$ cat src/verilog/t11_pkg.sv
/* Shared word width, operation codes and flag update rules for the T11 execute datapath.
   Imported by wildcard into each module header that needs them. */

`default_nettype none

package t11_pkg;

   localparam int data_w = 16;          // machine word

   // operation codes strobed in from outside
   typedef enum logic [3:0]
   {
      op_mov  = 4'd0,
      op_ldi  = 4'd1,
      op_add  = 4'd2,
      op_sub  = 4'd3,
      op_cmp  = 4'd4,                   // src - dst, no write back
      op_bic  = 4'd5,
      op_bis  = 4'd6,
      op_xor  = 4'd7,
      op_com  = 4'd8,
      op_inc  = 4'd9,
      op_dec  = 4'd10,
      op_neg  = 4'd11,
      op_asr  = 4'd12,
      op_ror  = 4'd13,                  // through C
      op_swab = 4'd14
   } t11_op_e;

   // how N Z V C get updated
   typedef enum logic [2:0]
   {
      fl_move   = 3'd0,
      fl_arith  = 3'd1,
      fl_incdec = 3'd2,
      fl_com    = 3'd3,
      fl_neg    = 3'd4,
      fl_shift  = 3'd5,
      fl_swab   = 3'd6
   } t11_flag_e;

endpackage

`default_nettype wire

$ cat src/verilog/t11_op_decode.sv
/* Operation decode: maps a strobed opcode onto ALU term selects, carry-in and flag rule,
   registered for the single execute stage. */

`timescale 1ns/1ps
`default_nettype none

module t11_op_decode import t11_pkg::*;
(
   input  logic      vm_clk_p,
   input  logic      reset,
   input  logic      op_stb,
   input  t11_op_e   op,
   output logic      stg_valid,
   output logic      x00,
   output logic      x01,
   output logic      x10,
   output logic      x11,
   output logic      y01,
   output logic      y10,
   output logic      y11,
   output logic      y_one,
   output logic      carry_in,
   output logic      shift_right,
   output logic      rotate,
   output logic      swap,
   output logic      invert_x,
   output t11_flag_e flag_rule,
   output logic      write_en
);

logic [6:0]  terms_d;                   // {x00,x01,x10,x11,y01,y10,y11}
logic        y_one_d;
logic        carry_in_d;
logic        shift_right_d;
logic        rotate_d;
logic        swap_d;
logic        invert_x_d;
t11_flag_e   flag_d;
logic        write_d;

always_comb
begin
   terms_d       = 7'b0000_000;
   y_one_d       = 1'b0;
   carry_in_d    = 1'b0;
   shift_right_d = 1'b0;
   rotate_d      = 1'b0;
   swap_d        = 1'b0;
   invert_x_d    = 1'b0;
   flag_d        = fl_move;
   write_d       = 1'b1;

   case (op)
      op_mov, op_ldi: terms_d = 7'b0011_000;      // half sum is y
      op_add:
      begin
         terms_d = 7'b0110_001;                   // x^y, generate on x&y
         flag_d  = fl_arith;
      end
      op_sub:
      begin
         terms_d    = 7'b1001_100;                // x xnor y, generate on x&~y
         carry_in_d = 1'b1;
         flag_d     = fl_arith;
      end
      op_cmp:
      begin
         // y + ~x + 1 with x inverted ahead of the terms
         terms_d    = 7'b0110_001;
         invert_x_d = 1'b1;
         carry_in_d = 1'b1;
         flag_d     = fl_arith;
         write_d    = 1'b0;
      end
      op_bic: terms_d = 7'b0100_000;              // x&~y, no carries
      op_bis: terms_d = 7'b0111_000;
      op_xor: terms_d = 7'b0110_000;
      op_com:
      begin
         terms_d    = 7'b0101_000;                // pass inverted x
         invert_x_d = 1'b1;
         flag_d     = fl_com;
      end
      op_inc:
      begin
         terms_d = 7'b0110_001;
         y_one_d = 1'b1;
         flag_d  = fl_incdec;
      end
      op_dec:
      begin
         terms_d    = 7'b1001_100;
         y_one_d    = 1'b1;
         carry_in_d = 1'b1;
         flag_d     = fl_incdec;
      end
      op_neg:
      begin
         terms_d    = 7'b0101_000;                // ~x incremented by carry-in
         invert_x_d = 1'b1;
         carry_in_d = 1'b1;
         flag_d     = fl_neg;
      end
      op_asr:
      begin
         shift_right_d = 1'b1;
         flag_d        = fl_shift;
      end
      op_ror:
      begin
         shift_right_d = 1'b1;
         rotate_d      = 1'b1;
         flag_d        = fl_shift;
      end
      op_swab:
      begin
         swap_d = 1'b1;
         flag_d = fl_swab;
      end
      default: write_d = 1'b0;                    // unused code, no write
   endcase
end

always_ff @(posedge vm_clk_p or posedge reset)
begin
   if (reset)
   begin
      stg_valid <= 1'b0;
      {x00, x01, x10, x11, y01, y10, y11} <= 7'b0000_000;
      y_one       <= 1'b0;
      carry_in    <= 1'b0;
      shift_right <= 1'b0;
      rotate      <= 1'b0;
      swap        <= 1'b0;
      invert_x    <= 1'b0;
      flag_rule   <= fl_move;
      write_en    <= 1'b0;
   end
   else
   begin
      stg_valid <= op_stb;                        // one cycle per strobe
      if (op_stb)
      begin
         {x00, x01, x10, x11, y01, y10, y11} <= terms_d;
         y_one       <= y_one_d;
         carry_in    <= carry_in_d;
         shift_right <= shift_right_d;
         rotate      <= rotate_d;
         swap        <= swap_d;
         invert_x    <= invert_x_d;
         flag_rule   <= flag_d;
         write_en    <= write_d;
      end
   end
end

endmodule

`default_nettype wire

$ cat src/verilog/t11_alu.sv
/* Combinational ALU: half-sum and half-carry from selected X/Y terms, carries by lookahead
   in 4-bit groups, plus shift, rotate and byte swap paths and N Z V C generation. */

`timescale 1ns/1ps
`default_nettype none

module t11_alu import t11_pkg::*;
(
   input  logic [data_w-1:0] stg_x,
   input  logic [data_w-1:0] stg_y,
   input  logic              x00,
   input  logic              x01,
   input  logic              x10,
   input  logic              x11,
   input  logic              y01,
   input  logic              y10,
   input  logic              y11,
   input  logic              y_one,
   input  logic              carry_in,
   input  logic              shift_right,
   input  logic              rotate,
   input  logic              swap,
   input  logic              invert_x,
   input  logic              carry_flag,
   input  t11_flag_e         flag_rule,
   output logic [data_w-1:0] alu_result,
   output logic [3:0]        alu_flags
);

logic [data_w-1:0] x;
logic [data_w-1:0] y;
logic [data_w-1:0] ax;                  // half sum
logic [data_w-1:0] ay;                  // half carry
logic [data_w:0]   ac;                  // carry chain
logic              nf, zf, vf, cf;

assign x = invert_x ? ~stg_x : stg_x;
assign y = y_one ? data_w'(1) : stg_y;

assign ax = ({data_w{x00}} & ~y & ~x)
          | ({data_w{x01}} & ~y &  x)
          | ({data_w{x10}} &  y & ~x)
          | ({data_w{x11}} &  y &  x);

assign ay = ({data_w{y01}} & ~y &  x)
          | ({data_w{y10}} &  y & ~x)
          | ({data_w{y11}} &  y &  x);

// each group sees only the carry into its lowest bit
always_comb
begin
   logic prop;
   logic gen;

   ac[0] = carry_in;
   for (int g = 0; g < data_w / 4; g++)
   begin
      for (int k = 0; k < 4; k++)
      begin
         prop = 1'b1;
         gen  = 1'b0;
         for (int j = k; j >= 0; j--)
         begin
            gen  = gen | (ay[4*g+j] & prop);
            prop = prop & ax[4*g+j];
         end
         ac[4*g+k+1] = gen | (prop & ac[4*g]);
      end
   end
end

always_comb
begin
   if (swap)
      alu_result = {stg_x[7:0], stg_x[15:8]};
   else if (shift_right)
      alu_result = {rotate ? carry_flag : stg_x[data_w-1], stg_x[data_w-1:1]};
   else
      alu_result = ax ^ ac[data_w-1:0];
end

assign nf = swap ? alu_result[7] : alu_result[data_w-1];
assign zf = swap ? (alu_result[7:0] == 8'h00) : (alu_result == '0);

always_comb
begin
   vf = 1'b0;
   cf = carry_flag;                               // kept unless the rule says otherwise
   case (flag_rule)
      fl_arith:
      begin
         vf = ac[data_w] ^ ac[data_w-1];
         cf = ac[data_w] ^ carry_in;              // borrow when subtracting
      end
      fl_incdec: vf = ac[data_w] ^ ac[data_w-1];
      fl_com:    cf = 1'b1;
      fl_neg:
      begin
         cf = |alu_result;
         vf = (alu_result == {1'b1, {(data_w-1){1'b0}}});
      end
      fl_shift:
      begin
         cf = stg_x[0];
         vf = nf ^ stg_x[0];
      end
      fl_swab:   cf = 1'b0;
      default:   vf = 1'b0;                       // move rule
   endcase
end

assign alu_flags = {nf, zf, vf, cf};

endmodule

`default_nettype wire

$ cat src/verilog/t11_reg_block.sv
/* General registers and PSW with the operand stage; captures operands on a strobe, writes
   back the ALU result one cycle later and forwards it to a following read. */

`timescale 1ns/1ps
`default_nettype none

module t11_reg_block import t11_pkg::*;
#(
   parameter int reg_count = 8
)
(
   input  logic                         vm_clk_p,
   input  logic                         reset,
   input  logic                         op_stb,
   input  logic [$clog2(reg_count)-1:0] src_sel,
   input  logic [$clog2(reg_count)-1:0] dst_sel,
   input  logic [data_w-1:0]            imm,
   input  logic                         ldi_sel,
   input  logic                         stg_valid,
   input  logic                         write_en,
   input  logic [data_w-1:0]            alu_result,
   input  logic [3:0]                   alu_flags,
   output logic [data_w-1:0]            stg_x,
   output logic [data_w-1:0]            stg_y,
   output logic                         carry_flag,
   output logic                         res_stb,
   output logic [data_w-1:0]            res_data,
   output logic [$clog2(reg_count)-1:0] res_sel,
   output logic                         res_wr,
   output logic [3:0]                   psw_flags
);

localparam int sel_w = $clog2(reg_count);

logic [data_w-1:0] regs [reg_count];
logic [sel_w-1:0]  stg_sel;             // destination of the staged op
logic              fwd_dst;
logic              fwd_src;
logic [data_w-1:0] dst_word;
logic [data_w-1:0] src_word;

// write landing at this edge is visible to the op sampled here
assign fwd_dst = stg_valid & write_en & (stg_sel == dst_sel);
assign fwd_src = stg_valid & write_en & (stg_sel == src_sel);

assign dst_word = fwd_dst ? alu_result : regs[dst_sel];
assign src_word = fwd_src ? alu_result : regs[src_sel];

always_ff @(posedge vm_clk_p or posedge reset)
begin
   if (reset)
   begin
      for (int i = 0; i < reg_count; i++)
         regs[i] <= '0;
      psw_flags <= 4'b0000;
      res_stb   <= 1'b0;
      res_wr    <= 1'b0;
   end
   else
   begin
      res_stb <= stg_valid;
      res_wr  <= stg_valid & write_en;            // low for compare
      if (stg_valid)
      begin
         psw_flags <= alu_flags;                  // N Z V C
         if (write_en)
            regs[stg_sel] <= alu_result;
      end
   end
end

always_ff @(posedge vm_clk_p)
begin
   if (op_stb)
   begin
      stg_x      <= dst_word;
      stg_y      <= ldi_sel ? imm : src_word;
      stg_sel    <= dst_sel;
      carry_flag <= stg_valid ? alu_flags[0] : psw_flags[0];
   end

   if (stg_valid)
   begin
      res_data <= alu_result;
      res_sel  <= stg_sel;
   end
end

endmodule

`default_nettype wire

$ cat src/verilog/t11_exec.sv
/* Top of the T11 execute datapath. Takes one strobed operation per cycle and returns
   its result, destination and flags one cycle later. */

`timescale 1ns/1ps
`default_nettype none

module t11_exec import t11_pkg::*;
#(
   parameter int reg_count = 8
)
(
   input  logic                         vm_clk_p,
   input  logic                         reset,
   input  logic                         op_stb,
   input  t11_op_e                      op,
   input  logic [$clog2(reg_count)-1:0] src_sel,
   input  logic [$clog2(reg_count)-1:0] dst_sel,
   input  logic [data_w-1:0]            imm,
   output logic                         res_stb,
   output logic [data_w-1:0]            res_data,
   output logic [$clog2(reg_count)-1:0] res_sel,
   output logic                         res_wr,
   output logic [3:0]                   psw_flags
);

logic              stg_valid;
logic              x00, x01, x10, x11;   // half sum terms
logic              y01, y10, y11;        // half carry terms
logic              y_one;
logic              carry_in;
logic              shift_right;
logic              rotate;
logic              swap;
logic              invert_x;
t11_flag_e         flag_rule;
logic              write_en;
logic              ldi_sel;
logic [data_w-1:0] stg_x;
logic [data_w-1:0] stg_y;
logic              carry_flag;
logic [data_w-1:0] alu_result;
logic [3:0]        alu_flags;

assign ldi_sel = (op == op_ldi);          // immediate onto Y

t11_op_decode u_decode
(
   .vm_clk_p (vm_clk_p), .reset (reset), .op_stb (op_stb), .op (op),
   .stg_valid (stg_valid),
   .x00 (x00), .x01 (x01), .x10 (x10), .x11 (x11),
   .y01 (y01), .y10 (y10), .y11 (y11), .y_one (y_one),
   .carry_in (carry_in), .shift_right (shift_right), .rotate (rotate),
   .swap (swap), .invert_x (invert_x), .flag_rule (flag_rule), .write_en (write_en)
);

t11_reg_block #(.reg_count (reg_count)) u_regs
(
   .vm_clk_p (vm_clk_p), .reset (reset), .op_stb (op_stb),
   .src_sel (src_sel), .dst_sel (dst_sel), .imm (imm), .ldi_sel (ldi_sel),
   .stg_valid (stg_valid), .write_en (write_en),
   .alu_result (alu_result), .alu_flags (alu_flags),
   .stg_x (stg_x), .stg_y (stg_y), .carry_flag (carry_flag),
   .res_stb (res_stb), .res_data (res_data), .res_sel (res_sel),
   .res_wr (res_wr), .psw_flags (psw_flags)
);

t11_alu u_alu
(
   .stg_x (stg_x), .stg_y (stg_y),
   .x00 (x00), .x01 (x01), .x10 (x10), .x11 (x11),
   .y01 (y01), .y10 (y10), .y11 (y11), .y_one (y_one),
   .carry_in (carry_in), .shift_right (shift_right), .rotate (rotate),
   .swap (swap), .invert_x (invert_x), .carry_flag (carry_flag),
   .flag_rule (flag_rule), .alu_result (alu_result), .alu_flags (alu_flags)
);

endmodule

`default_nettype wire

$ cat config.mk
export PLATFORM = sky130hd
export DESIGN_NAME = t11_exec
export DESIGN_NICKNAME = d
export VERILOG_FILES = /design/src/verilog/t11_pkg.sv /design/src/verilog/t11_op_decode.sv /design/src/verilog/t11_alu.sv /design/src/verilog/t11_reg_block.sv /design/src/verilog/t11_exec.sv
export SDC_FILE = /design/constraint.sdc
export NUM_CORES = 1
export LEC_CHECK = 0
export ABC_AREA = 1
export BUFFER_PORTS_ARGS = -buffer_cell sky130_fd_sc_hd__clkbuf_2
export CAP_MARGIN = 20
export CORE_AREA = 2 2 185 187
export CTS_BUF_LIST = sky130_fd_sc_hd__clkbuf_4 sky130_fd_sc_hd__clkbuf_8 sky130_fd_sc_hd__clkbuf_16
export DETAILED_ROUTE_END_ITERATION = 12
export DIE_AREA = 0 0 187 189
export PLACE_DENSITY = 0.54
export SETUP_SLACK_MARGIN = 0.2
export SLEW_MARGIN = 10
export SYNTH_ARGS = -nofsm -noshare
export SYNTH_HDL_FRONTEND = slang
export SYNTH_SLANG_ARGS = --single-unit
$ cat constraint.sdc
create_clock -name vm_clk_p -period 6.7 [get_ports vm_clk_p]
set_input_delay 1.34 -clock vm_clk_p [delete_from_list [all_inputs] [get_ports vm_clk_p]]
set_output_delay 1.34 -clock vm_clk_p [all_outputs]
set_load 0.05 [all_outputs]
==> qor.csv, run 1 <==
stage;metric;value;unit
pwr;combPwrFrac;29.8;%
setup_path;crit_buf_inv;2;
clock_network;hold_buffers;0;
timing;rsz0062_at_grt;no;
clock_network;cts_setup_buffers;0;
placement;pre_cts_slack;2010;ps
logic_synthesis;ys_seq_area_share;44.3;%
clock_network;clockRootBuffer;clkbuf_16;
setup_path;crit_cells;26;
drt;ant_nets;0;
logic_synthesis;synthTopCellsByArea;dfrtp_1, edfxtp_1, o21ai_0;
timing;setup_violations;0;
placement;hpwl;27500;um
clock_network;cts_made_buffers;24;
cells_and_area;drive_above_1_share;10.8;%
pwr;switching_share;37.0;%
die;die_area;0.0353;mm2
cells_and_area;layout_common_cells;nand2_1, o21ai_0, inv_1, dfrtp_1, nor2_1;
die;rows;67;
global_route;antenna_found_initial;0;
drt;dr.pass1.iters;5;
global_route;track_usage;23.0;%
logic_synthesis;synth_edf_count;55;
setup_path;worst_ep_required_time;6980;ps
logic_synthesis;syn_area_per_cell;7.48;um2
setup_path;ff2ff_path_depth;26;
logic_synthesis;synth_nets;1665;
timing;setup_ws;2020;ps
timing;slew_viol_final;0;
drt;drt-total-wl;41200;um
placement;numPortBuffers;53;
pwr;pwr-share-seq;41.6;%
timing;maxSlewHeadroom;24.8;%
die;start_util;36.7;%
timing;max_freq;214;MHz
placement;post_dp_cell_area;0.0128;mm2
worst_hold_path;hold_path_class;flip-flop to flip-flop;
flow_run;drv_cap;0;
timing;tightest_slew;1130;ps
pwr;cellPowerDensity;339;mW/mm2
cells_and_area;diodes;0;
cells_and_area;syn_to_final_growth;11.6;%
global_route;first_global_vias;10900;
clock_network;clock_path_buffers;3;
global_route;grt_overflow;0;
clock_network;cts_tree;yes;
cells_and_area;fill_cells;3454;
timing;period_needed;4680;ps
logic_synthesis;yosysTopAreaCell;dfrtp_1;
setup_path;worstReg2RegStart;u_decode.y_one;
setup_path;critPathArrivalTime;4960;ps
clock_network;clk_latency;530;ps
pwr;switchingPower;1.71;mW
timing;timing.final.crit_share;69.9;%
timing;tns;0;ps
placement;gp_congestion;0.942;
cells_and_area;final_area;0.0136;mm2
logic_synthesis;synth.cell_area;0.0122;mm2
setup_path;path_max_fanout;22;
status;status;finished, final reports clean;
global_route;grt_first_pass_wirelength;63300;um
drt;drc;0;
pwr;total_power;4.62;mW
setup_path;cp-endpoint;u_regs.carry_flag;
drt;viasPerCell;5.43;
setup_path;r2r_end;u_regs.carry_flag;
drt;post_drt_wl_per_cell;19.6;um
die;core_region_area;0.0333;mm2
setup_path;crit_type;flip-flop to flip-flop;
pwr;p_int;2.91;mW
setup_path;cp-start-kind;flip-flop;
global_route;grt_max_degree;96;
logic_synthesis;synth_warnings;0;
clock_network;cts.htree.levels;1;
setup_path;end_kind;flip-flop;
clock_network;ctsResizeCount;0;
pwr;ir_worst_vdd;0.000201;V
drt;via_count;11400;
timing;finalHoldViolCount;0;
setup_path;slowest_stage;a21boi_1;
cells_and_area;layout_commonest_cell;nand2_1;
pwr;clkPwrFrac;28.6;%
clock_network;path_clk_slew;60;ps
setup_path;critical_path.top_delay_family;simple AND/OR/NAND/NOR gates;
pwr;power_leakage;5.97;nW
die;die_w;187;um
logic_synthesis;synth-main-ff-cell;dfrtp_1;
drt;drt_iter0_drc;1199;
setup_path;path_common_cell;nand2_1;
logic_synthesis;ys_ff_latch;205;
timing;fin_worst_skew;21.3;ps
logic_synthesis;yosysUniqueCellTypes;55;
die;ios;54;
setup_path;startpoint;u_decode.y_one;
logic_synthesis;synth_top_area_share;30.7;%
logic_synthesis;asyncSetResetFlopFracSynth;73.2;%
die;die_h;189;um
setup_path;r2r_setup_slack;2020;ps
setup_path;critical_path.max_stage_delay;690;ps
clock_network;cts.sinks;205;
cells_and_area;nNetsFinal;1676;
logic_synthesis;synthCells;1632;
metal layers:
| layer | share of wire, % | wire length, um | track usage (%) |
|---|---|---|---|
| met3 | 7.3 | 3020 | 3.97 |
| met5 | 0 | 0 | 0 |
| met4 | 4.4 | 1800 | 10.2 |
| met2 | 46 | 18800 | 37.4 |
| met1 | 43 | 17600 | 30.2 |
worst min path at each step:
stage	from	end	cells past startpoint
after detailed placement	u_regs.regs[45]	u_regs.regs[45]	2
after CTS	u_regs.regs[95]	u_regs.regs[95]	2
after global routing	u_regs.regs[29]	u_regs.regs[29]	2
final	u_regs.regs[95]	u_regs.regs[95]	2
after floorplan	u_decode.write_en	u_decode.write_en	2
after global placement	u_regs.psw_flags[1]	u_regs.psw_flags[1]	2
cells by family after synthesis:
kind of cell / share of synthesized area, %
AND/OR/NAND/NOR: 19.6
buffers and inverters: 8.49
adder cells (fa/ha/maj): 0.410
XOR/XNOR: 1.64
AO/OA/AOI/OAI: 25.6
flip-flops: 44.3
worst min-delay path: stages (launching register included):
cell and delay [ps]:
dfrtp_1 340, nand2_1 50, o21ai_0 60
sequential cells by signal, indices dropped and copies added (netlist names), 3 cells and up:
| signal | flops |
|---|---|
| u_regs.stg_x | 16 |
| u_regs.psw_flags | 4 |
| u_regs.regs | 128 |
| u_regs.stg_sel | 3 |
| u_regs.res_data | 16 |
| u_regs.stg_y | 16 |
| u_regs.res_sel | 3 |
| u_decode.flag_rule | 3 |
stage by stage:
step | hold WS [ps] | util (%) | std cells
floorplan | 449 | - | 1632
detailed placement | 474 | 38.5 | 2064
global route | 501 | 40.9 | 2106
finish | 486 | 40.9 | 2106
CTS | 489 | 40.9 | 2105
global placement | 469 | 38.5 | 2064
final cells by class:
cell class	instances	area, um2	share of cell area (%)
Clock inverter	8	103	0.753
Tap cell	448	561	4.11
Inverter	166	628	4.61
Multi-Input combinational cell	1168	5770	42.3
Clock buffer	33	698	5.12
Sequential cell	205	5410	39.7
Timing Repair Buffer	78	460	3.38
cells in the mapped netlist, types with 20 or more instances:
library cell  number
a21oi_1          137
a31oi_1           20
clkbuf_1          77
dfrtp_1          150
edfxtp_1          55
inv_1            152
nand2_1          341
nand3_1           51
nor2_1           146
o211ai_1          22
o21ai_0          317
o22ai_1           20
power groups by stage:
stage	Clock, mW	Sequential (mW)	Combinational, mW
floorplan	0	1.93	0.929
global placement	0	1.93	1.34
detailed placement	0	1.93	1.36
finish	1.32	1.92	1.38
global route	1.40	1.96	1.55
CTS	1.35	1.92	1.37
(Power assumes the default switching activity.)
==> run 2: changes to the inputs <==
--- a/config.mk
+++ b/config.mk
@@ -12,7 +12,7 @@
 export CTS_BUF_LIST = sky130_fd_sc_hd__clkbuf_4 sky130_fd_sc_hd__clkbuf_8 sky130_fd_sc_hd__clkbuf_16
 export DETAILED_ROUTE_END_ITERATION = 12
 export DIE_AREA = 0 0 187 189
-export PLACE_DENSITY = 0.54
+export PLACE_DENSITY = 0.56
 export SETUP_SLACK_MARGIN = 0.2
 export SLEW_MARGIN = 10
 export SYNTH_ARGS = -nofsm -noshare
==> constraint.sdc (replaced) <==
create_clock -name vm_clk_p -period 4.1 [get_ports vm_clk_p]
set_input_delay 0.82 -clock vm_clk_p [delete_from_list [all_inputs] [get_ports vm_clk_p]]
set_output_delay 0.82 -clock vm_clk_p [all_outputs]
set_load 0.05 [all_outputs]
==> qor.csv, run 2 (synthesis gave the netlist of run 1 again) <==
stage;metric;value;unit;change
global_route;grt_overflow;0;;unchanged
placement;gp_congestion;0.908;;was 0.942
cells_and_area;layout_common_cells;nand2_1, o21ai_0, inv_1, dfrtp_1, nor2_1;;unchanged
timing;max_freq;283;MHz;was 214 MHz
clock_network;path_clk_slew;60;ps;about the same
pwr;cellPowerDensity;551;mW/mm2;was 339 mW/mm2
setup_path;r2r_setup_slack;570;ps;was 2020 ps
setup_path;crit_type;flip-flop to flip-flop;;unchanged
cells_and_area;diodes;0;;unchanged
clock_network;cts_tree;yes;;unchanged
setup_path;worstReg2RegStart;u_decode.invert_x;;was u_decode.y_one
setup_path;r2r_end;u_regs.carry_flag;;unchanged
drt;drt_iter0_drc;1245;;was 1199
timing;timing.final.crit_share;86.2;%;was 69.9%
cells_and_area;drive_above_1_share;12.9;%;was 10.8%
die;die_area;0.0353;mm2;unchanged
cells_and_area;stdcell_count;2135;;was 2106
placement;hpwl;27700;um;was 27500 um
die;rows;67;;unchanged
clock_network;clockRootBuffer;clkbuf_16;;unchanged
die;die_h;189;um;unchanged
worst_hold_path;hold_path_class;input pin to asynchronous set/reset pin;;was flip-flop to flip-flop
clock_network;cts.htree.levels;1;;unchanged
setup_path;ff2ff_path_depth;25;;was 26
die;start_util;36.7;%;unchanged
setup_path;critical_path.top_delay_family;simple AND/OR/NAND/NOR gates;;unchanged
timing;setup_ws;565;ps;was 2020 ps
flow_run;drv_cap;0;;unchanged
global_route;grt_max_degree;84;;was 96
setup_path;worst_ep_required_time;4380;ps;was 6980 ps
clock_network;cts_made_buffers;25;;was 24
global_route;antenna_found_initial;0;;unchanged
timing;setup_violations;0;;unchanged
drt;drt-total-wl;41100;um;was 41200 um
die;core_region_area;0.0333;mm2;unchanged
placement;numPortBuffers;53;;unchanged
setup_path;slowest_stage;dfrtp_2;;was a21boi_1
placement;dp_cells;2088;;was 2064
timing;slew_viol_final;0;;unchanged
drt;post_drt_wl_per_cell;19.2;um;was 19.6 um
drt;via_count;11600;;was 11400
timing;period_needed;3530;ps;was 4680 ps
cells_and_area;largest_reg_flops;128;;unchanged
timing;fin_worst_skew;17.9;ps;was 21.3 ps
cells_and_area;top_register;u_regs.regs;;unchanged
drt;viasPerCell;5.43;;about the same
drt;dr.pass1.iters;5;;unchanged
global_route;grt_first_pass_wirelength;63700;um;was 63300 um
setup_path;crit_buf_inv;2;;unchanged
clock_network;cts.sinks;205;;unchanged
die;die_w;187;um;unchanged
placement;pre_cts_slack;370;ps;was 2010 ps
cells_and_area;layout_commonest_cell;nand2_1;;unchanged
setup_path;cp-start-kind;flip-flop;;unchanged
timing;tightest_slew;1040;ps;was 1130 ps
clock_network;clock_path_buffers;3;;unchanged
timing;rsz0062_at_grt;no;;unchanged
setup_path;critical_path.max_stage_delay;420;ps;was 690 ps
drt;ant_nets;0;;unchanged
pwr;ir_worst_vdd;0.000310;V;was 0.000201 V
timing;tns;0;ps;unchanged
pwr;power_leakage;6.11;nW;was 5.97 nW
clock_network;clk_latency;530;ps;about the same
timing;holdWs;471;ps;was 486 ps
cells_and_area;nNetsFinal;1702;;was 1676
setup_path;end_kind;flip-flop;;unchanged
die;ios;54;;unchanged
status;status;finished, final reports clean;;unchanged
setup_path;path_common_cell;nand2_1;;unchanged
drt;drc;0;;unchanged
timing;finalHoldViolCount;0;;unchanged
setup_path;critPathArrivalTime;3810;ps;was 4960 ps
timing;maxSlewHeadroom;30.7;%;was 24.8%
global_route;first_global_vias;11100;;was 10900
cells_and_area;utilization;41.8;%;was 40.9%
cells_and_area;syn_to_final_growth;14.0;%;was 11.6%
setup_path;path_max_fanout;10;;was 22
global_route;track_usage;23.0;%;about the same
==> run 2: cell count changes in the layout (fill, tap and decap cells not counted), moves of 3 or more <==
cell | previous run | this run
dfrtp_2 | 0 | 3
buf_4 | 24 | 46
buf_12 | 0 | 3
dfrtp_1 | 150 | 147
clkinvlp_4 | 0 | 3
==> run 2: repair_timing <==
action	CTS	global route
endpoints found under the setup margin	0	2
setup buffers	0	1
gates resized for setup	0	12
hold buffers	0	0
==> run 2: cell type report <==
class | instances | area (um2)
multi-input combinational | 1168 | 5780
fill | 3388 | 19400
sequential | 205 | 5410
inverter | 166 | 636
clock buffer | 36 | 733
timing repair buffer | 103 | 696
tap | 448 | 561
clock inverter | 9 | 100
==> run 2: metal layers <==
| layer | track usage [%] | share of wire, % | vias to the layer above |
|---|---|---|---|
| li1 | - | - | 5566 |
| met1 | 29.6 | 43 | 5453 |
| met2 | 38.4 | 46 | 456 |
| met3 | 3.32 | 6.4 | 114 |
| met4 | 10.5 | 4.3 | 0 |
| met5 | 0 | 0 | - |
==> run 2: worst reg2reg max path, cell delays in order (launching register included) <==
cell,delay (ps)
dfrtp_2,420
buf_4,160
clkbuf_16,190
xor2_2,210
nor3b_1,260
nor2_2,80
nand2_1,60
nand2_1,50
a21oi_2,110
nand2_2,100
nand2_1,80
nand2_2,100
ha_1,210
nor2_1,120
xor2_1,150
nand2_1,80
a21boi_2,150
nand4_1,120
nor2_2,140
nand2_2,90
nor2_4,130
nand3_2,70
nand2_1,70
nand2_1,40
nand2_1,50
nand2_1,60
==> run 2: power breakdown <==
group          switching [mW]  internal [mW]  leakage [nW]
logic                    1.55          0.766          3.26
registers               0.395           2.73          2.44
clock network           0.873           1.36         0.419
==> run 2: how the worst max path moves through the flow <==
stage                 startpoint                 to  depth (start not counted)
6_report       u_decode.invert_x  u_regs.carry_flag                         25
2_1_floorplan  u_decode.invert_x  u_regs.carry_flag                         23
3_5_place_dp      u_decode.y_one  u_regs.carry_flag                         26
5_1_grt           u_decode.y_one  u_regs.carry_flag                         26
3_3_place_gp      u_decode.y_one  u_regs.carry_flag                         26
4_1_cts           u_decode.y_one  u_regs.carry_flag                         26
==> run 2: stage by stage <==
stage	power [mW]	area, um2
2_1_floorplan	4.68	12200
3_3_place_gp	5.38	13000
3_5_place_dp	5.42	13000
4_1_cts	7.67	13900
5_1_grt	8.15	13900
6_report	7.68	13900
